==> config.mk <==
export PLATFORM = sky130hd
export DESIGN_NAME = clockEnables
export DESIGN_NICKNAME = d
export VERILOG_FILES = /design/src/design/neoVideoPkg.sv /design/src/design/clockEnables.sv
export SDC_FILE = /design/constraint.sdc
export NUM_CORES = 1
export LEC_CHECK = 0
export BUFFER_PORTS_ARGS = -buffer_cell sky130_fd_sc_hd__buf_2
export CAP_MARGIN = 10
export CORE_AREA = 2 2 39 41
export DETAILED_ROUTE_END_ITERATION = 16
export DIE_AREA = 0 0 41 43
export SYNTH_ARGS = -nofsm -noshare
export SYNTH_HDL_FRONTEND = slang
export SYNTH_SLANG_ARGS = --single-unit
==> constraint.sdc <==
create_clock -name CLK_48M -period 1.3 [get_ports CLK_48M]
set_input_delay 0.13 -clock CLK_48M [delete_from_list [all_inputs] [get_ports CLK_48M]]
set_output_delay 0.13 -clock CLK_48M [all_outputs]
set_load 0.005 [all_outputs]
==> src/design/neoVideoPkg.sv <==
/*
 * NeoGeo video-side definitions
 * Palette addressing, colour channel widths and pixel timing
 */
package neoVideoPkg;

	// ====================================================================
	// Palette memory
	// ====================================================================

	// Entry index inside one bank
	localparam int PAL_INDEX_W = 12;
	// Bank bit on top of the index
	localparam int PAL_ADDR_W = PAL_INDEX_W + 1;

	// ====================================================================
	// Colour output
	// ====================================================================

	// Final RGB channel width
	localparam int CHANNEL_W = 8;
	// Intermediate level, nibble plus extra bit plus repeated top bit
	localparam int LEVEL_W = 6;

	// ====================================================================
	// Pixel timing
	// ====================================================================

	// Master clock cycles per pixel, 48 MHz down to 6 MHz
	localparam int PIXEL_DIV = 8;
	// Phase counter width
	localparam int PHASE_W = $clog2(PIXEL_DIV);

endpackage

==> src/design/clockEnables.sv <==
/*
 * Clock enable generator
 * Runs a phase counter off the 48 MHz master clock and produces
 * registered 24 MHz phase enables and the 6 MHz pixel enable
 */
module clockEnables import neoVideoPkg::*; (
	input  logic CLK_48M,
	input  logic nRESET,
	output logic cen24P,
	output logic cen24N,
	output logic pixelEn
);

	// Current and next phase within one pixel period
	logic [PHASE_W-1:0] phase;
	logic [PHASE_W-1:0] phaseNext;

	// Wrap after the last phase of the pixel
	assign phaseNext = (phase == PHASE_W'(PIXEL_DIV - 1)) ? '0 : phase + 1'b1;

	// Enables are computed from the next phase
	// So each enable lines up with the phase value of its own cycle
	always_ff @(posedge CLK_48M or negedge nRESET) begin
		if (!nRESET) begin
			phase   <= '0;
			cen24P  <= 1'b0;
			cen24N  <= 1'b0;
			pixelEn <= 1'b0;
		end else begin
			phase   <= phaseNext;
			// Odd phases
			cen24P  <= phaseNext[0];
			// Even phases
			cen24N  <= ~phaseNext[0];
			// One strobe per pixel on the last phase
			pixelEn <= (phaseNext == PHASE_W'(PIXEL_DIV - 1));
		end
	end

endmodule

==> out/qor.csv <==
metric,value,unit
Clock Latency Late Sink,0.24,ns
first-pass GRT wire length,448,um
mux share of post-synthesis cell area,0,
CTS root buffer,clkbuf_4,
clock buffer depth,2,
Post-Syn Area per Cell,14.34,um2
post-synthesis simple-gate area fraction,0.08725,
Max-Cap Viols,0,
critical path class,reg -> reg,
GRT Max-Usage Layer,met4,
synthesized area,186.4,um2
Buffers on Ports,4,
routed vias/inst,3.289,
CP top delay family,adder cells,
CP cell instances,ha_1 > ha_1 > and2_1,
vias in the first global route,126,
Clock Skews,0.00008230,ns
max-slew violation count,0,
met1 Usage GRT,0.03247,
syn nets,18,
worst-margin pin slew,0.1368,ns
RSZ-0062 raised after global routing,no,
post-synthesis compound-gate area fraction,0,
Final Hold Viols,0,
CTS tree,built,
number of post-CTS setup repair buffers,0,
fin crit share,0.8990,
synthesized flop and latch total,5,
Detailed Route WL,289,um
"Top cell by count, worst path",ha_1,
relative slew slack,0.9088,
Synth area leaders,"dfrtp_1 (67%), ha_1 (20%), inv_1 (4.0%)",
"slowest stage cell, crit path",dfrtp_1,
post-route ant nets,0,
CP Launch Type,register,
Initial Util,0.1347,
max incr delay on CP,0.41,ns
DR WL/cell,7.605,um
Adder-Cell Fraction of Synth Area,0.2013,
final setup vio count,0,
crit end category,register,
Core Area,1384,um2
die height,43,um
"Req. time, crit path",1.43,ns
RR Endpoint,pixelEn,
fraction of layout instances using a drive strength above 1,0.3182,
Critical Path Stages,3,
largest family of logic cells by synthesized area,adder cells,
Leak,0.1496,nW
grt ovf,0,
largest net degree at the start of global routing,6,
reg2reg setup slack,0.13,ns
VDD IR max,0.2794,mV
xor/xnor share of the synthesized area,0,
die extent in x,41,um
"critical path fanouts, max",5,
CTS buffer count,3,
arrival time worst endpoint,1.30,ns
met2 usage,0.05625,
Cells after DPL,33,
First DRT Iteration DRCs,0,
Power Dens Cells,1312,nW/um2
Nets,28,
reg2reg start,phase[0],
worst r2r path cells,3,
sequential area share after synthesis,0.6711,
Antenna diodes,0,
Clock Sinks,5,
Yosys cell types,6,
Gate Count Post-Synth,13,
Tot GR Track Use,0.04935,
HP Class,in -> async,
# IOs,5,
drt pass-1 iters,1,
Max Freq,0.8557,GHz
Vias,125,
Non-Filler Instances,38,
top cell type's share of synthesized area,0.6711,
"CTS clk-pin slew, worst paths",0.04,ns
DRC,0,
Area Overhead vs Synth,40.94,%
CP bufs+invs,0,
status,"finished, final reports clean",
row cnt,14,
GP Congestion,0.5542,
Ys Warns,0,
Tmin final,1.169,ns
post-route setup TNS,0,ns
largest area contributor in the netlist,dfrtp_1,
CTS H-tree lvls,1,
initial antenna violation count,0,
met3 Use GR,0.04712,
Die ar.,1763,um2
## cell families after synthesis
family | Yosys count
buf+inv | 2
flops | 5
fa+ha+maj | 3
simple gates | 3
## per-layer routing
layer	share of wire	routed length, um
met3	0.13	39
met2	0.47	136
met5	0	0
met1	0.36	103
met4	0.035	10
## Yosys cell counts, drive strengths merged
cell,count
and2,1
dfrtp,5
ha,3
inv,2
nor2,1
or2,1
## report_power, final
part	total, mW	internal (mW)	switching, mW	leakage (nW)
clock	0.182	0.116	0.0661	0.0150
sequential	0.156	0.156	0	0.0665
combinational	0.00629	0.00306	0.00323	0.0682
## state kept, by name, summed over array words and instances, names as in the netlist
signal and flops:
cen24N 1, pixelEn 1, phase 3
## metrics by stage
stage,power [mW],setup slack (ns),instance area (um2),hold WS (ns),utilization
after detailed placement,0.1628,0.1238,226.5,-0.04709,0.1637
after global routing,0.3674,0.07140,262.8,0.2572,0.1899
final,0.3447,0.1313,262.8,0.2323,0.1899
after CTS,0.3518,0.1167,262.8,0.2263,0.1899
after floorplan,0.1585,0.1624,186.4,-0.1656,-
after global placement,0.1627,0.1418,226.5,-0.04981,0.1637
## worst max-delay path by stage
stage             start  endpoint  slack (ns)
6_report       phase[0]   pixelEn        0.13
5_1_grt        phase[0]   pixelEn        0.07
4_1_cts        phase[0]   pixelEn        0.12
3_5_place_dp   phase[0]   pixelEn        0.12
3_3_place_gp   phase[0]   pixelEn        0.14
2_1_floorplan  phase[0]   pixelEn        0.16
## cell usage in the layout (no fill, tap or decap), drive strengths merged
cell type / netlist / routed
clkbuf: 0 / 4
dlygate4sd3: 0 / 1
ha: 3 / 3
or2: 1 / 1
nor2: 1 / 1
inv: 2 / 2
dfrtp: 5 / 5
buf: 0 / 4
and2: 1 / 1
## final cells by class
class | instances | area, um2
fill | 155 | 1121
sequential | 5 | 125.1
multi-input combinational | 6 | 53.80
timing repair buffer | 5 | 30.03
clock buffer | 4 | 26.28
tap | 16 | 20.02
inverter | 2 | 7.507
## repair_timing
action / CTS / global route
hold buffers: 1 / 0
resized for setup: 0 / 0
endpoints found under the hold margin: 5 / 0
Note: power is estimated with default switching activity, not from simulation.
