--- config.mk ---
export PLATFORM = sky130hd
export DESIGN_NAME = cpuBusGlue
export DESIGN_NICKNAME = d
export VERILOG_FILES = /design/src/design/neoSysPkg.sv /design/src/design/cpuBusGlue.sv
export SDC_FILE = /design/constraint.sdc
export NUM_CORES = 1
export LEC_CHECK = 0
export BUFFER_PORTS_ARGS = -buffer_cell sky130_fd_sc_hd__buf_2
export CAP_MARGIN = 5
export CORE_UTILIZATION = 25
export DETAILED_ROUTE_END_ITERATION = 6
export PLACE_DENSITY = 0.67
export SLEW_MARGIN = 30
export SYNTH_ARGS = -nofsm -noshare
export SYNTH_HDL_FRONTEND = slang
export SYNTH_SLANG_ARGS = --single-unit
--- constraint.sdc ---
create_clock -name CLK_48M -period 2 [get_ports CLK_48M]
set_clock_uncertainty 0.2 [all_clocks]
set_input_delay 0.2 -clock CLK_48M [delete_from_list [all_inputs] [get_ports CLK_48M]]
set_output_delay 0.2 -clock CLK_48M [all_outputs]
set_load 0.1 [all_outputs]
--- src/design/neoSysPkg.sv ---
/*
 * NeoGeo system-side definitions
 * Board variants, 68000 bus widths and the backup RAM window
 * shared by the CPU glue and the top level
 */
package neoSysPkg;

	// ====================================================================
	// Board variant
	// ====================================================================

	// Bit 1 set marks the CD based systems
	typedef enum logic [1:0] {
		SYS_AES = 2'b00,
		SYS_MVS = 2'b01,
		SYS_CD  = 2'b10,
		SYS_CDZ = 2'b11
	} systemType_e;

	// ====================================================================
	// 68000 bus
	// ====================================================================

	// Word address, bits 23 to 1
	localparam int M68K_ADDR_W = 23;
	// Data bus, also the palette word width
	localparam int DATA_W = 16;
	// Port zone bank register
	localparam int BANK_W = 4;
	// P2 ROM byte address
	localparam int PROM_ADDR_W = 24;
	// Interrupt priority lines IPL2..IPL0
	localparam int IPL_W = 3;

	// Backup RAM window on address bits 15 to 1
	// Lower bound included, upper bound excluded
	localparam logic [14:0] BACKUP_LO_WORD = 15'h0190;
	localparam logic [14:0] BACKUP_HI_WORD = 15'h4190;

endpackage

--- src/design/cpuBusGlue.sv ---
/*
 * 68000 side glue logic
 * Port zone banking and P2 address, interrupt re-encoding with the
 * CD interrupt, acknowledge stretching for slow memory and the
 * backup RAM change flag
 */
module cpuBusGlue import neoSysPkg::*; (
	input  logic                   CLK_48M,
	input  logic                   nRESET,
	input  systemType_e            systemType,
	input  logic [M68K_ADDR_W:1]   m68kAddr,
	input  logic [DATA_W-1:0]      m68kData,
	input  logic                   nPortWe,
	input  logic                   nBackupWeL,
	input  logic                   nBackupWeU,
	input  logic                   sramUnlock,
	input  logic                   romSel,
	input  logic                   ramSel,
	input  logic                   promReady,
	input  logic                   ramReady,
	input  logic                   nDtackIn,
	input  logic                   ipl0In,
	input  logic                   ipl1In,
	input  logic                   cdIrq,
	output logic [PROM_ADDR_W-1:0] p2RomAddr,
	output logic [IPL_W-1:0]       iplOut,
	output logic                   nDtackOut,
	output logic                   backupChange
);

	// CD and CDZ share the CD behaviour
	logic isCd;
	assign isCd = (systemType == SYS_CD) || (systemType == SYS_CDZ);

	// ====================================================================
	// Port zone bank switching
	// ====================================================================

	logic [BANK_W-1:0] portBank;
	logic [BANK_W-1:0] portDataHold;
	logic              nPortWeDly;
	logic              portWeRise;

	// Data is only valid while the strobe is low
	always_ff @(posedge CLK_48M) begin
		if (!nPortWe) begin
			portDataHold <= m68kData[BANK_W-1:0];
		end
	end

	// End of the write strobe
	assign portWeRise = nPortWe & ~nPortWeDly;

	always_ff @(posedge CLK_48M or negedge nRESET) begin
		if (!nRESET) begin
			nPortWeDly <= 1'b1;
			portBank   <= '0;
		end else begin
			nPortWeDly <= nPortWe;
			// Bank stays put on CD systems
			if (portWeRise && !isCd) begin
				portBank <= portDataHold;
			end
		end
	end

	// 1MB window selected by the bank, byte address
	assign p2RomAddr = {portBank, m68kAddr[19:1], 1'b0};

	// ====================================================================
	// Interrupt re-encoding
	// ====================================================================

	// Active low priority lines
	// CD systems swap IPL0 and IPL1 and put the CD interrupt on IPL2
	// An active CD interrupt forces level 4 by masking the lower lines
	assign iplOut[0] = isCd ? (cdIrq | ipl1In) : ipl0In;
	assign iplOut[1] = isCd ? (cdIrq | ipl0In) : ipl1In;
	assign iplOut[2] = isCd ? ~cdIrq : 1'b1;

	// ====================================================================
	// Acknowledge stretching
	// ====================================================================

	// Hold off DTACK until the slow memory has its data
	always_comb begin
		if (romSel) begin
			nDtackOut = ~promReady | nDtackIn;
		end else if (ramSel) begin
			nDtackOut = ~ramReady | nDtackIn;
		end else begin
			nDtackOut = nDtackIn;
		end
	end

	// ====================================================================
	// Backup RAM change flag
	// ====================================================================

	logic backupWr;
	logic backupWrDly;
	logic inBackupWindow;
	logic backupQualify;

	// Either byte lane counts
	assign backupWr = ~nBackupWeL | ~nBackupWeU;

	assign inBackupWindow = (m68kAddr[15:1] >= BACKUP_LO_WORD) &&
		(m68kAddr[15:1] < BACKUP_HI_WORD);

	// Backup RAM exists on MVS only, and needs the unlock bit
	assign backupQualify = (systemType == SYS_MVS) && sramUnlock && inBackupWindow;

	// One pulse per strobe, on its first cycle
	always_ff @(posedge CLK_48M or negedge nRESET) begin
		if (!nRESET) begin
			backupWrDly  <= 1'b0;
			backupChange <= 1'b0;
		end else begin
			backupWrDly  <= backupWr;
			backupChange <= backupWr & ~backupWrDly & backupQualify;
		end
	end

endmodule

==> out/summary.md <==
The flow ran to the end, and the final reports show no timing, DRC or antenna violations. Dividing the detail-routed wire length by the instance count gives 10.1 um. After legalization and detailed placement, the total HPWL measured 1.11 mm. The number of antenna violations at the first check in global routing is 0, and the leakage power total is 0.431 nW. The worst path arrival time is 1.54 ns.

The number of global-route vias before repair is 497. TritonCTS built the clock tree. The overall power after layout is 0.000804 W, and the simple-gate share of the synthesized area is 12.1%. For this run, the top clock speed supported by timing is 626 MHz. The net count after synthesis is 113. Wires add up to 1.29 mm.

Dominant combinational cell family by area after synthesis: buffers and inverters. Broken down by cell family, the worst path's largest delay share belongs to buffers and inverters. Maximum vdd ir drop: 0.542 mV. In the layout the commonest cells are sky130_fd_sc_hd__buf_2 (50), sky130_fd_sc_hd__dlygate4sd3_1 (8), sky130_fd_sc_hd__dfrtp_1 (6). The worst setup path is of the primary input to register kind. Summed over all failing endpoints, the final setup total negative slack is 0 ns.

The die span in y was 52.2 um. Setup repair after global routing left no endpoint under its margin. Counting every sink on the clock net gives 11.

For this block, wires on met1 add up to 478 um. Relative to the synthesized area, the layout overhead comes to 39.6%. The CTS H-tree depth is 1, and the complex-gate fraction of the synthesized area is 7.95%. In the synthesized netlist, mux cells make up 7.16% of the area.

Synthesis instantiated 18 different standard cells from the library. The adder and majority gate portion of the synthesized area was 0%; the pin count of the biggest net entering global routing was 8. For this run, the register share of the synthesized area comes to 47.1%. Summing every instance area after synthesis gives 629 sq um. The initial utilization of the core area, before any placement, comes to 27.4%. The worst setup path is launched from a primary input.

Cells with a size suffix above 1 make up 64.0% of the layout. The clock period minus final worst setup slack is 1.60 ns, and the antenna cell count is 0. The number of buffers on the longest clock path is 2, and the number of gates resized after CTS is 0. For the number of top-level pins, the log shows 84. In this run, CTS created clock tree buffers numbering 3.

The die covers 0.00272 sq mm. Clock-pin slew was measured on the worst setup and hold paths at 0.06 ns. For the worst hold-check slack, the log shows 0.00772 ns. The uppermost layer routed is met4.

For the latest clock arrival within the worst-skew pair, the log shows 0.26 ns. The power density relative to cell area works out to 915 mW/mm^2. The worst hold-check path type was primary input to register.

Horizontal die dimension: 52.2 um. Counting every instance in the synthesized netlist gives 58. In this run the standard cell core region covers 0.00230 sq mm. The DRC violations left is 0. Leaving out fill and tap cells, the most frequent cell in the layout is sky130_fd_sc_hd__buf_2. The count of warnings emitted by yosys was 0; the post-synthesis share of cell area spent on xor and xnor gates was 0%.

At the end of routability-driven placement, the weighted congestion stood at 0.714. The average instance area after synthesis was 10.9 sq um; the detailed route wirelength on metal3 was 111 um. Final net count: 156.

The total global routing overflow was 0; the largest stage delay on the critical path was 0.52 ns. The synthesized design contains 11 register bits. For the number of antenna-violating nets in the routed design, the log shows 0. The signal on the critical path passes through dlygate4sd3_1 -> buf_2 -> inv_1 -> nor3_4 -> mux2_2. Wire length of the first global-routing pass: 1.97 mm. The run gives 682 um as the total met2 wirelength after detailed routing.

The number of max-capacitance violations reported was 0; the highest net fanout along the worst path was 5. Clock tree synthesis selected as its root buffer the cell sky130_fd_sc_hd__clkbuf_4. The tools report the final core utilization as 38.2%. In the finished design, the share of the clock period the worst path needs comes to 79.9%. Data on the critical path is required at its endpoint by 1.94 ns. The number of port buffers came out at 50. Combined global-route utilization of all metal layers: 10.1%.

Setup violations remaining at the end of the flow were counted as 0. The count of pins over their slew limit is 0, and the average vias per placed instance is 4.19. The number of iterations in the first detailed-routing pass is 2, and the iteration-0 DRC count of the detailed router is 2. The library cell contributing the largest single delay on the critical path was sky130_fd_sc_hd__dlygate4sd3_1. The buffering stage count on the worst path with inverters included works out to 3. The endpoint class of the critical path was a register. The number of hold violations in the final report was 0. Detailed routing inserted a total of 536 vias. The run gives 17 as the site row count.
## metrics by stage
stage	std cells	instance area, sq um	setup WS [ns]
after CTS	128	878	0.408
after detailed placement	116	772	0.624
after global routing	128	878	0.376
after global placement	116	772	0.636
after floorplan	58	637	-0.0707
final	128	878	0.401
## Yosys cell counts
library cell	number	share of area, %
sky130_fd_sc_hd__a21oi_1	4	3.2
sky130_fd_sc_hd__a31o_2	1	1.4
sky130_fd_sc_hd__and4bb_2	1	2.0
sky130_fd_sc_hd__buf_4	20	24
sky130_fd_sc_hd__conb_1	1	0.60
sky130_fd_sc_hd__dfrtp_1	6	24
sky130_fd_sc_hd__dfstp_2	1	4.2
sky130_fd_sc_hd__edfxtp_1	4	19
sky130_fd_sc_hd__inv_1	2	1.2
sky130_fd_sc_hd__mux2_2	4	7.2
sky130_fd_sc_hd__nand2_1	3	1.8
sky130_fd_sc_hd__nand2b_1	1	0.99
sky130_fd_sc_hd__nand4_1	1	0.99
sky130_fd_sc_hd__nor2_1	5	3.0
sky130_fd_sc_hd__nor3_1	1	0.79
sky130_fd_sc_hd__nor3_4	1	2.6
sky130_fd_sc_hd__o21ai_0	1	0.79
sky130_fd_sc_hd__o311ai_2	1	2.6
## path summary, 6_finish.rpt
path | cells after the start | from | endpoint | slack (ns)
min reg2reg | 1 | portDataHold[2]$_DFFE_PN_ | portBank[2]$_DFFE_PN0P_ | 0.28
max | 5 | nPortWe | portBank[3]$_DFFE_PN0P_ | 0.40
max in group asynchronous | 2 | nRESET | nPortWeDly$_DFF_PN1_ | 1.28
max reg2reg | 2 | nPortWeDly$_DFF_PN1_ | portBank[3]$_DFFE_PN0P_ | 0.69
min | 3 | m68kAddr[15] | backupChange$_DFF_PN0_ | 0.008
min in group asynchronous | 2 | nRESET | portBank[0]$_DFFE_PN0P_ | 0.09
## metal layers
metal | global-route usage, % | vias up
met1 | 9.46 | 238
met2 | 17.9 | 32
met5 | 0 | -
met3 | 2.90 | 4
li1 | - | 262
met4 | 8.33 | 0
## cell type report
| class | count | area, sq um |
|---|---|---|
| multi-input cells | 25 | 183 |
| inverters | 2 | 7.51 |
| well taps | 28 | 35.0 |
| clock buffers | 4 | 26.3 |
| repair buffers | 58 | 330 |
| fillers | 248 | 1420 |
| flip-flops and latches | 11 | 297 |
## power by group
| part | internal (W) | total [W] | switching [W] |
|---|---|---|---|
| registers | 0.000261 | 0.000271 | 0.00000962 |
| logic | 0.0000755 | 0.000388 | 0.000312 |
| clock network | 0.0000770 | 0.000145 | 0.0000675 |
## registers in the layout, indices dropped and copies added (netlist names)
name and count:
portBank 4, portDataHold 4, backupChange 1, backupWrDly 1, nPortWeDly 1
## worst register-to-register path: stages (launching register included)
cell and delay [ns]:
sky130_fd_sc_hd__dfstp_2 0.38, sky130_fd_sc_hd__nor3_4 0.24, sky130_fd_sc_hd__mux2_2 0.37
## timing repair
action | in CTS | in global routing
hold buffers | 8 | 0
endpoints found under the hold margin | 13 | 0
setup buffers | 0 | 0
## cell families (layout without fill, tap and decap cells)
family / count (synthesis) / in the layout
buffers and inverters: 22 / 64
AND/OR/NAND/NOR: 13 / 13
flip-flops: 11 / 11
AO/OA/AOI/OAI: 7 / 7
multiplexers: 4 / 4
other: 1 / 1
Power figures use the tool's default switching activity.
