### src/design/neoSysPkg.sv
/*
 * NeoGeo system-side definitions
 * Board variants, 68000 bus widths and the backup RAM window
 * shared by the CPU glue and the top level
 */
package neoSysPkg;

	// ====================================================================
	// Board variant
	// ====================================================================

	// Bit 1 set marks the CD based systems
	typedef enum logic [1:0] {
		SYS_AES = 2'b00,
		SYS_MVS = 2'b01,
		SYS_CD  = 2'b10,
		SYS_CDZ = 2'b11
	} systemType_e;

	// ====================================================================
	// 68000 bus
	// ====================================================================

	// Word address, bits 23 to 1
	localparam int M68K_ADDR_W = 23;
	// Data bus, also the palette word width
	localparam int DATA_W = 16;
	// Port zone bank register
	localparam int BANK_W = 4;
	// P2 ROM byte address
	localparam int PROM_ADDR_W = 24;
	// Interrupt priority lines IPL2..IPL0
	localparam int IPL_W = 3;

	// Backup RAM window on address bits 15 to 1
	// Lower bound included, upper bound excluded
	localparam logic [14:0] BACKUP_LO_WORD = 15'h0190;
	localparam logic [14:0] BACKUP_HI_WORD = 15'h4190;

endpackage

### src/design/neoVideoPkg.sv
/*
 * NeoGeo video-side definitions
 * Palette addressing, colour channel widths and pixel timing
 */
package neoVideoPkg;

	// ====================================================================
	// Palette memory
	// ====================================================================

	// Entry index inside one bank
	localparam int PAL_INDEX_W = 12;
	// Bank bit on top of the index
	localparam int PAL_ADDR_W = PAL_INDEX_W + 1;

	// ====================================================================
	// Colour output
	// ====================================================================

	// Final RGB channel width
	localparam int CHANNEL_W = 8;
	// Intermediate level, nibble plus extra bit plus repeated top bit
	localparam int LEVEL_W = 6;

	// ====================================================================
	// Pixel timing
	// ====================================================================

	// Master clock cycles per pixel, 48 MHz down to 6 MHz
	localparam int PIXEL_DIV = 8;
	// Phase counter width
	localparam int PHASE_W = $clog2(PIXEL_DIV);

endpackage

### src/design/colorDecode.sv
/*
 * Palette colour decoder
 * Turns a 16-bit palette word into 8-bit RGB with the dark bit
 * and the shadow halving, loaded once per pixel
 */
module colorDecode import neoSysPkg::*, neoVideoPkg::*; (
	input  logic                 CLK_48M,
	input  logic                 nRESET,
	input  logic                 pixelEn,
	input  logic                 shadow,
	input  logic [DATA_W-1:0]    colorWord,
	output logic [CHANNEL_W-1:0] red,
	output logic [CHANNEL_W-1:0] green,
	output logic [CHANNEL_W-1:0] blue
);

	// Nibble, extra bit and repeated top bit give a 6-bit level
	// The dark bit takes one step off, clamped at zero
	// Low bits are refilled from the level's upper bits
	function automatic logic [CHANNEL_W-1:0] expandChannel(
		input logic [3:0] nibble,
		input logic       extra,
		input logic       dark
	);
		logic [LEVEL_W:0] level;
		level = {1'b0, nibble, extra, nibble[3]} - {{LEVEL_W{1'b0}}, dark};
		if (level[LEVEL_W]) begin
			expandChannel = '0;
		end else begin
			expandChannel = {level[LEVEL_W-1:0], level[4:3]};
		end
	endfunction

	logic [CHANNEL_W-1:0] redLin;
	logic [CHANNEL_W-1:0] greenLin;
	logic [CHANNEL_W-1:0] blueLin;

	// Bit 15 is the shared dark bit
	assign redLin   = expandChannel(colorWord[11:8], colorWord[14], colorWord[15]);
	assign greenLin = expandChannel(colorWord[7:4], colorWord[13], colorWord[15]);
	assign blueLin  = expandChannel(colorWord[3:0], colorWord[12], colorWord[15]);

	// Shadow halves every channel
	always_ff @(posedge CLK_48M or negedge nRESET) begin
		if (!nRESET) begin
			red   <= '0;
			green <= '0;
			blue  <= '0;
		end else if (pixelEn) begin
			red   <= shadow ? (redLin >> 1) : redLin;
			green <= shadow ? (greenLin >> 1) : greenLin;
			blue  <= shadow ? (blueLin >> 1) : blueLin;
		end
	end

endmodule

### config.mk
export PLATFORM = sky130hd
export DESIGN_NAME = colorDecode
export DESIGN_NICKNAME = d
export VERILOG_FILES = /design/src/design/neoSysPkg.sv /design/src/design/neoVideoPkg.sv /design/src/design/colorDecode.sv
export SDC_FILE = /design/constraint.sdc
export NUM_CORES = 1
export LEC_CHECK = 0
export ABC_AREA = 1
export BUFFER_PORTS_ARGS = -buffer_cell sky130_fd_sc_hd__buf_2
export CORE_UTILIZATION = 55
export DETAILED_ROUTE_END_ITERATION = 12
export GPL_ROUTABILITY_DRIVEN = 0
export PLACE_DENSITY = 0.85
export SETUP_SLACK_MARGIN = 0.05
export SYNTH_ARGS = -nofsm -noshare
export SYNTH_HDL_FRONTEND = slang
export SYNTH_SLANG_ARGS = --single-unit
### constraint.sdc
create_clock -name CLK_48M -period 1.65 [get_ports CLK_48M]
set_clock_uncertainty 0.15 [all_clocks]
set_input_delay 0.0825 -clock CLK_48M [delete_from_list [all_inputs] [get_ports CLK_48M]]
set_output_delay 0.0825 -clock CLK_48M [all_outputs]
set_load 0.01 [all_outputs]
==> flow_summary.ini, run 1 <==
[routing]
via_count = 1419
drc = 0
wl_mm = 3.12
vias_per_cell = 5.10
drt_iter0_drc = 33
ant_nets = 0
firstDrtPassIters = 4
wl_per_cell_um = 11.2

[timing]
post-route-period-util_pct = 85.7
final_max_slew_viol_count = 0
fin_hold_ws_ps = 14.9
rsz0062_at_grt = false
setup_viol = 0
relSlewSlack_pct = 68.9
hold_viol = 0
fin_tns_setup_ps = 0
post-route-min-period_ps = 1410
max_freq_mhz = 707
finalWorstSetupSlack_ps = 235
worst_pin_slew_ps = 466

[floorplanning]
core_area_mm2 = 0.00245
num_io_pins = 44
rows = 18
dieArea_mm2 = 0.00280
die_h_um = 52.9
die_x_um = 52.9
initial_utilization_pct = 58.0

[worst_setup_path]
cp_common_cell = inv_2
path_class = in -> reg
end_kind = register
critPathTopFamily = buffers and inverters
cp.buffers_inverters = 4
r2r-start = green[6]
cpMaxStageDelayCell = dlygate4sd3_1
critPathMaxFanout = 13
rr_worst_depth = 3
crit_path_max_incr_delay_ps = 520
critPathRequiredTime_ps = 1710
crit_chain = dlygate4sd3_1 -> buf_2 -> inv_2 -> nor2_4 -> inv_2 -> o21bai_1 -> nor2_1
r2r-end = green[6]
crit_arrival_ps = 1480
critPathLaunchType = input pin
r2r_setup_slack_ps = 720

[place]
hpwl_mm = 2.42
preCtsSetupSlack_ps = 96.3
port_buffers = 43
place_area_mm2 = 0.00165

[clock_tree]
ctsResizeCount = 0
htreeDepth = 1
clkTransAtPathRegs_ps = 120
hold_buffers = 4
clock_latency_ps = 310
cts-root-buf = clkbuf_4
post-cts-setup-buffers = 0
clk_path_buf_depth = 2
tritoncts = yes
numCtsBuffers = 3
clkSinkCount = 21

[pwr]
powerDensity_mw_per_mm2 = 714
pwr-share-seq_pct = 49.7
combPwrFrac_pct = 30.0
p_switching_uw = 410
internal_power_uw = 816
clockPowerShare_pct = 20.4
switching_share_pct = 33.5
p_leak_nw = 0.995
ir_worst_vdd_uv = 753

[final_layout]
area_growth_pct = 20.7
design_area_mm2 = 0.00172
fin_util_pct = 70.0
fin_nets = 275
final_cell_mix = nand2_1, buf_2, inv_1
drive_gt1_share_pct = 26.6
antenna_cells = 0
final_common_cell = nand2_1

[logic_synthesis]
synth_top_area_share_pct = 36.9
synth-seq-cells = 21
synth_top_area_cell = dfrtp_1
syn_inst = 200
syn_area_mm2 = 0.00142
syn_area_per_cell_um2 = 7.12
synth_fp_nets = 226
synth_area_leaders = dfrtp_1, nand2_1, nand3_1
ys.warnings.count = 0
ys_types = 23
yosysSeqAreaShare_pct = 36.9

[status]
status = complete, no violations

[global_route]
antenna_found_initial = 0
gr-total-overflow = 0
grt_use_total_pct = 24.9
grt_pass1_wl_mm = 5.08
grt_pass1_vias = 1217
grt_max_degree = 22

[worst_hold_path]
hp-start = colorWord[8]
hold_depth = 4
holdPathEnd = red[4]
holdCritPathClass = in -> reg

[flow_run]
drv_cap = 0
-- cell families (layout without fill, tap and decap cells) --
family / Yosys count / in the layout / share of synthesized area [%]
simple gates: 118 / 118 / 36.6
buf+inv: 35 / 83 / 11.1
flops: 21 / 21 / 36.9
compound gates: 17 / 17 / 8.26
fa+ha+maj: 6 / 6 / 5.27
xor+xnor: 3 / 3 / 1.85
-- power by group through the flow --
| stage | Clock, mW | Sequential (mW) | Combinational (mW) |
|---|---|---|---|
| 2_1_floorplan | 0 | 0.649 | 0.190 |
| 3_3_place_gp | 0 | 0.618 | 0.354 |
| 3_5_place_dp | 0 | 0.619 | 0.361 |
| 4_1_cts | 0.258 | 0.609 | 0.370 |
| 5_1_grt | 0.271 | 0.617 | 0.416 |
| 6_report | 0.250 | 0.609 | 0.367 |
-- metrics by stage --
step | power [mW] | cells
global route | 1.30 | 278
global placement | 0.972 | 270
CTS | 1.24 | 278
detailed placement | 0.980 | 270
finish | 1.23 | 278
floorplan | 0.839 | 200
-- registers in the layout (all words and copies together) (netlist names) --
name / cells
red: 7
blue: 7
green: 7
-- final cells by class --
type	instances	area (um2)
inverter	29	109
tap	30	37.5
multi-input combinational	144	741
fill	221	737
clock inverter	1	5.00
sequential	21	526
timing repair buffer	50	278
clock buffer	3	22.5
-- synth_stat cells --
master and number:
a21boi_1 2, a21oi_1 1, buf_4 3, buf_6 2, clkbuf_1 1, dfrtp_1 21
ha_1 6, inv_1 23, inv_2 6, nand2_1 74, nand2_2 1, nand3_1 20
nand3_2 5, nand4_1 3, nor2_1 12, nor2_2 2, nor2_4 1, o211ai_1 7
o211ai_2 1, o21ai_0 1, o21ai_1 4, o21bai_1 1, xor2_1 3
-- how the worst max path moves through the flow --
| stage | start | end | slack [ps] | depth (start not counted) |
|---|---|---|---|---|
| global placement | colorWord[3] | blue[4] | 160 | 10 |
| CTS | pixelEn | green[1] | 250 | 7 |
| detailed placement | colorWord[3] | blue[4] | 100 | 10 |
| finish | pixelEn | green[1] | 240 | 7 |
| floorplan | colorWord[3] | blue[4] | 250 | 9 |
| global route | pixelEn | green[3] | 150 | 6 |
-- worst register-to-register path: stages, from the launching register on --
cell and delay (ps):
dfrtp_1 400, nand2_1 60, a21boi_1 150, nand2_1 70
-- routing by layer --
layer  global-route usage (%)  vias to the layer above  wire, um
met5                        0                        -         0
met4                     7.89                        0        42
met3                     2.87                        4       114
met2                     43.2                       36      1490
met1                     31.8                      648      1470
li1                         -                      731         -
(Power assumes the default switching activity.)
==> run 2, diff against run 1 <==
--- a/config.mk
+++ b/config.mk
@@ -7,10 +7,10 @@
 export LEC_CHECK = 0
 export ABC_AREA = 1
 export BUFFER_PORTS_ARGS = -buffer_cell sky130_fd_sc_hd__buf_2
-export CORE_UTILIZATION = 55
+export CORE_UTILIZATION = 51
 export DETAILED_ROUTE_END_ITERATION = 12
 export GPL_ROUTABILITY_DRIVEN = 0
-export PLACE_DENSITY = 0.85
+export PLACE_DENSITY = 0.8
 export SETUP_SLACK_MARGIN = 0.05
 export SYNTH_ARGS = -nofsm -noshare
 export SYNTH_HDL_FRONTEND = slang
==> constraint.sdc (replaced) <==
create_clock -name CLK_48M -period 1.6 [get_ports CLK_48M]
set_clock_uncertainty 0.15 [all_clocks]
set_input_delay 0.08 -clock CLK_48M [delete_from_list [all_inputs] [get_ports CLK_48M]]
set_output_delay 0.08 -clock CLK_48M [all_outputs]
set_load 0.01 [all_outputs]
==> flow_summary.ini, run 2 (same netlist as run 1, synthesis figures left out) <==
[status]
status = complete, no violations

[final_layout]
top_regs = blue x7, green x7, red x7
antenna_cells = 0
drive_gt1_share_pct = 26.3
fin_nets = 274
final_cell_mix = nand2_1, buf_2, inv_1
final_common_cell = nand2_1
area_growth_pct = 19.9
design_area_mm2 = 0.00171

[routing]
wl_mm = 3.07
wl_per_cell_um = 11.1
via_count = 1384
firstDrtPassIters = 4
drc = 0
ant_nets = 0
vias_per_cell = 5.00
drt_iter0_drc = 21

[clock_tree]
cts-root-buf = clkbuf_4
clock_latency_ps = 300
clkTransAtPathRegs_ps = 110
numCtsBuffers = 3
clk_path_buf_depth = 2
post-cts-setup-buffers = 0
hold_buffers = 3
htreeDepth = 1
ctsResizeCount = 0
tritoncts = yes
clkSinkCount = 21

[floorplanning]
die_x_um = 54.8
dieArea_mm2 = 0.00301
rows = 18
core_area_mm2 = 0.00257
die_h_um = 54.8
num_io_pins = 44
initial_utilization_pct = 55.5

[worst_hold_path]
holdCritPathClass = in -> reg

[worst_setup_path]
crit_chain = dlygate4sd3_1 -> buf_2 -> inv_2 -> nor2_4 -> inv_2 -> o21bai_1 -> nor2_1
crit_arrival_ps = 1450
critPathLaunchType = input pin
cp_common_cell = inv_2
critPathMaxFanout = 13
cpMaxStageDelayCell = dlygate4sd3_1
path_class = in -> reg
critPathRequiredTime_ps = 1650
crit_path_max_incr_delay_ps = 520
end_kind = register

[pwr]
p_leak_nw = 0.988
powerDensity_mw_per_mm2 = 736
ir_worst_vdd_uv = 638

[global_route]
antenna_found_initial = 0
grt_pass1_wl_mm = 5.06
grt_use_total_pct = 23.8
grt_pass1_vias = 1238
gr-total-overflow = 0
grt_max_degree = 22

[place]
port_buffers = 43
place_area_mm2 = 0.00165
hpwl_mm = 2.44

[timing]
setup_viol = 0
post-route-period-util_pct = 87.6
rsz0062_at_grt = false
worst_pin_slew_ps = 456
post-route-min-period_ps = 1400
hold_viol = 0
fin_tns_setup_ps = 0
max_freq_mhz = 713
relSlewSlack_pct = 69.6
final_max_slew_viol_count = 0

[flow_run]
drv_cap = 0
## run 2: final timing paths
kind                              start  endpoint  slack (ps)  depth (start not counted)
setup / recovery                pixelEn  green[1]         200                          7
hold / removal             colorWord[3]   blue[5]          20                          5
setup reg to reg               green[1]  green[1]         670                          3
hold reg to reg                green[7]  green[7]         350                          2
max in group asynchronous        nRESET  green[7]         880                          2
min in group asynchronous        nRESET    red[1]         100                          2
## run 2: area by class of cell
type / instances / area (um2)
Timing Repair Buffer: 49 / 268
Fill cell: 247 / 861
Clock buffer: 4 / 26.3
Inverter: 29 / 109
Multi-Input combinational cell: 144 / 741
Tap cell: 30 / 37.5
Sequential cell: 21 / 526
## run 2: stage by stage
step / instances / power [mW] / util, % / hold WS [ps] / setup WS (ps)
2_1_floorplan: 200 / 0.865 / - / -366 / 198
3_3_place_gp: 270 / 1.00 / 64.3 / -98.8 / 90.4
3_5_place_dp: 270 / 1.01 / 64.3 / -95.8 / 57.2
4_1_cts: 277 / 1.27 / 66.5 / 10.4 / 211
5_1_grt: 277 / 1.36 / 66.5 / 16.0 / 112
6_report: 277 / 1.26 / 66.5 / 18.3 / 198
## run 2: metal layers
layer,vias to the layer above,share of wire (%),GRT usage [%]
li1,728,-,-
met1,617,47,30.5
met2,37,47,39.6
met3,2,5.0,6.39
met4,0,1.0,5.13
met5,-,0,0
## run 2: critical path: cells and delay by family
kind                   cells  cell delay [ps]
AO/OA/AOI/OAI              1              150
buffers and inverters      4              890
AND/OR/NAND/NOR            2              330
## run 2: power by group
part	switching [mW]	internal (mW)
Clock	0.151	0.0972
Sequential	0.0358	0.594
Combinational	0.224	0.153
Total	0.411	0.844
==> run 3, diff against run 2 <==
--- a/config.mk
+++ b/config.mk
@@ -7,6 +7,7 @@
 export LEC_CHECK = 0
 export ABC_AREA = 1
 export BUFFER_PORTS_ARGS = -buffer_cell sky130_fd_sc_hd__buf_2
+export CORE_ASPECT_RATIO = 2
 export CORE_UTILIZATION = 51
 export DETAILED_ROUTE_END_ITERATION = 12
 export GPL_ROUTABILITY_DRIVEN = 0
==> flow_summary.ini, run 3 (same netlist as run 1, synthesis figures left out) <==
[timing]
relSlewSlack_pct = 69.4
setup_viol = 0
worst_pin_slew_ps = 458
rsz0062_at_grt = false
post-route-period-util_pct = 85.1
final_max_slew_viol_count = 0
post-route-min-period_ps = 1360
max_freq_mhz = 734
hold_viol = 0
finalWorstSetupSlack_ps = 238
fin_tns_setup_ps = 0
fin_hold_ws_ps = 39.5

[routing]
wl_mm = 3.33
via_count = 1408
drc = 0
wl_per_cell_um = 12.0
drt_iter0_drc = 30
ant_nets = 0
vias_per_cell = 5.06
firstDrtPassIters = 4

[status]
status = complete, no violations

[clock_tree]
clock_latency_ps = 260
tritoncts = yes
htreeDepth = 1
numCtsBuffers = 3
clk_path_buf_depth = 2
cts-root-buf = clkbuf_8
ctsResizeCount = 0
clkTransAtPathRegs_ps = 80
clkSinkCount = 21

[place]
preCtsSetupSlack_ps = 68.8
port_buffers = 43
hpwl_mm = 2.56
place_inst = 268

[worst_hold_path]
hold_depth = 5
holdCritPathClass = in -> reg

[floorplanning]
die_h_um = 76.7
num_io_pins = 44
initial_utilization_pct = 54.7
die_x_um = 39.4
core_area_mm2 = 0.00260
dieArea_mm2 = 0.00302
rows = 26

[final_layout]
antenna_cells = 0
drive_gt1_share_pct = 28.0
top_regs = blue x7, green x7, red x7
fin_nets = 277
final_cell_count_no_fill = 278
fillers = 252
final_common_cell = nand2_1
final_cell_mix = nand2_1, buf_2, inv_1
area_growth_pct = 22.5

[global_route]
grt_pass1_wl_mm = 5.60
grt_pass1_vias = 1349
gr-total-overflow = 0
antenna_found_initial = 0
grt_use_total_pct = 25.9
grt_max_degree = 22

[pwr]
powerDensity_mw_per_mm2 = 783
p_leak_nw = 1.01
total_power_mw = 1.37
ir_worst_vdd_uv = 459

[worst_setup_path]
end_kind = register
critPathLaunchType = input pin
rr_worst_depth = 3
crit_path_max_incr_delay_ps = 520
cp_common_cell = inv_2
crit_chain = dlygate4sd3_1 -> buf_2 -> inv_2 -> nor2_4 -> inv_2 -> o21bai_1 -> nor2_1
critPathMaxFanout = 7
crit_arrival_ps = 1380
critPathRequiredTime_ps = 1610
cpMaxStageDelayCell = dlygate4sd3_1
path_class = in -> reg

[flow_run]
drv_cap = 0
==> run 3: cell types whose count changed in the layout (fill, tap and decap cells not counted), sizes merged <==
cell         delta
clkinv          +1
dlygate4sd3     -1
clkbuf          -1
buf             +4
==> run 3: final timing paths <==
kind | to | slack, ps | startpoint
setup / recovery | green[1] | 240 | pixelEn
hold / removal | blue[5] | 40 | colorWord[2]
setup reg to reg | green[6] | 680 | green[6]
hold reg to reg | blue[7] | 330 | blue[7]
max in group asynchronous | red[6] | 820 | nRESET
min in group asynchronous | green[5] | 160 | nRESET
==> run 3: report_power, final <==
part / leakage (nW) / total (mW) / internal, mW / switching, mW
sequential: 0.260 / 0.628 / 0.594 / 0.0340
combinational: 0.729 / 0.384 / 0.158 / 0.227
clock: 0.0255 / 0.354 / 0.174 / 0.180
total: 1.01 / 1.37 / 0.926 / 0.441
==> run 3: per-stage QoR <==
stage          cell area [um2]  util, %
2_1_floorplan             1420        -
3_3_place_gp              1650     63.3
3_5_place_dp              1650     63.3
4_1_cts                   1710     65.9
5_1_grt                   1740     67.0
6_report                  1740     67.0
==> run 3: layer usage <==
layer	global-route usage, %	routed length, um	up-vias
li1	-	-	736
met1	29.4	1320	631
met2	44.8	1850	36
met3	2.02	97	5
met4	12.8	72	0
met5	0	0	-
==> run 3: final cells by class <==
class	count	area, um2	area share [%]
multi-input combinational	144	741	42.5
tap	28	35.0	2.01
clock inverter	1	5.00	0.287
timing repair buffer	52	288	16.5
inverter	29	109	6.24
sequential	21	526	30.1
clock buffer	3	41.3	2.37
==> run 3: timing repair <==
| action | CTS | global route |
|---|---|---|
| endpoints found under the setup margin | 0 | 1 |
| setup buffers | 0 | 4 |
| hold endpoints to repair | 24 | 0 |
| hold buffers | 2 | 0 |
==> run 3: critical path: cells and delay by family <==
| family | cells | cell delay, ps |
|---|---|---|
| buf+inv | 4 | 880 |
| compound gates | 1 | 160 |
| simple gates | 2 | 250 |
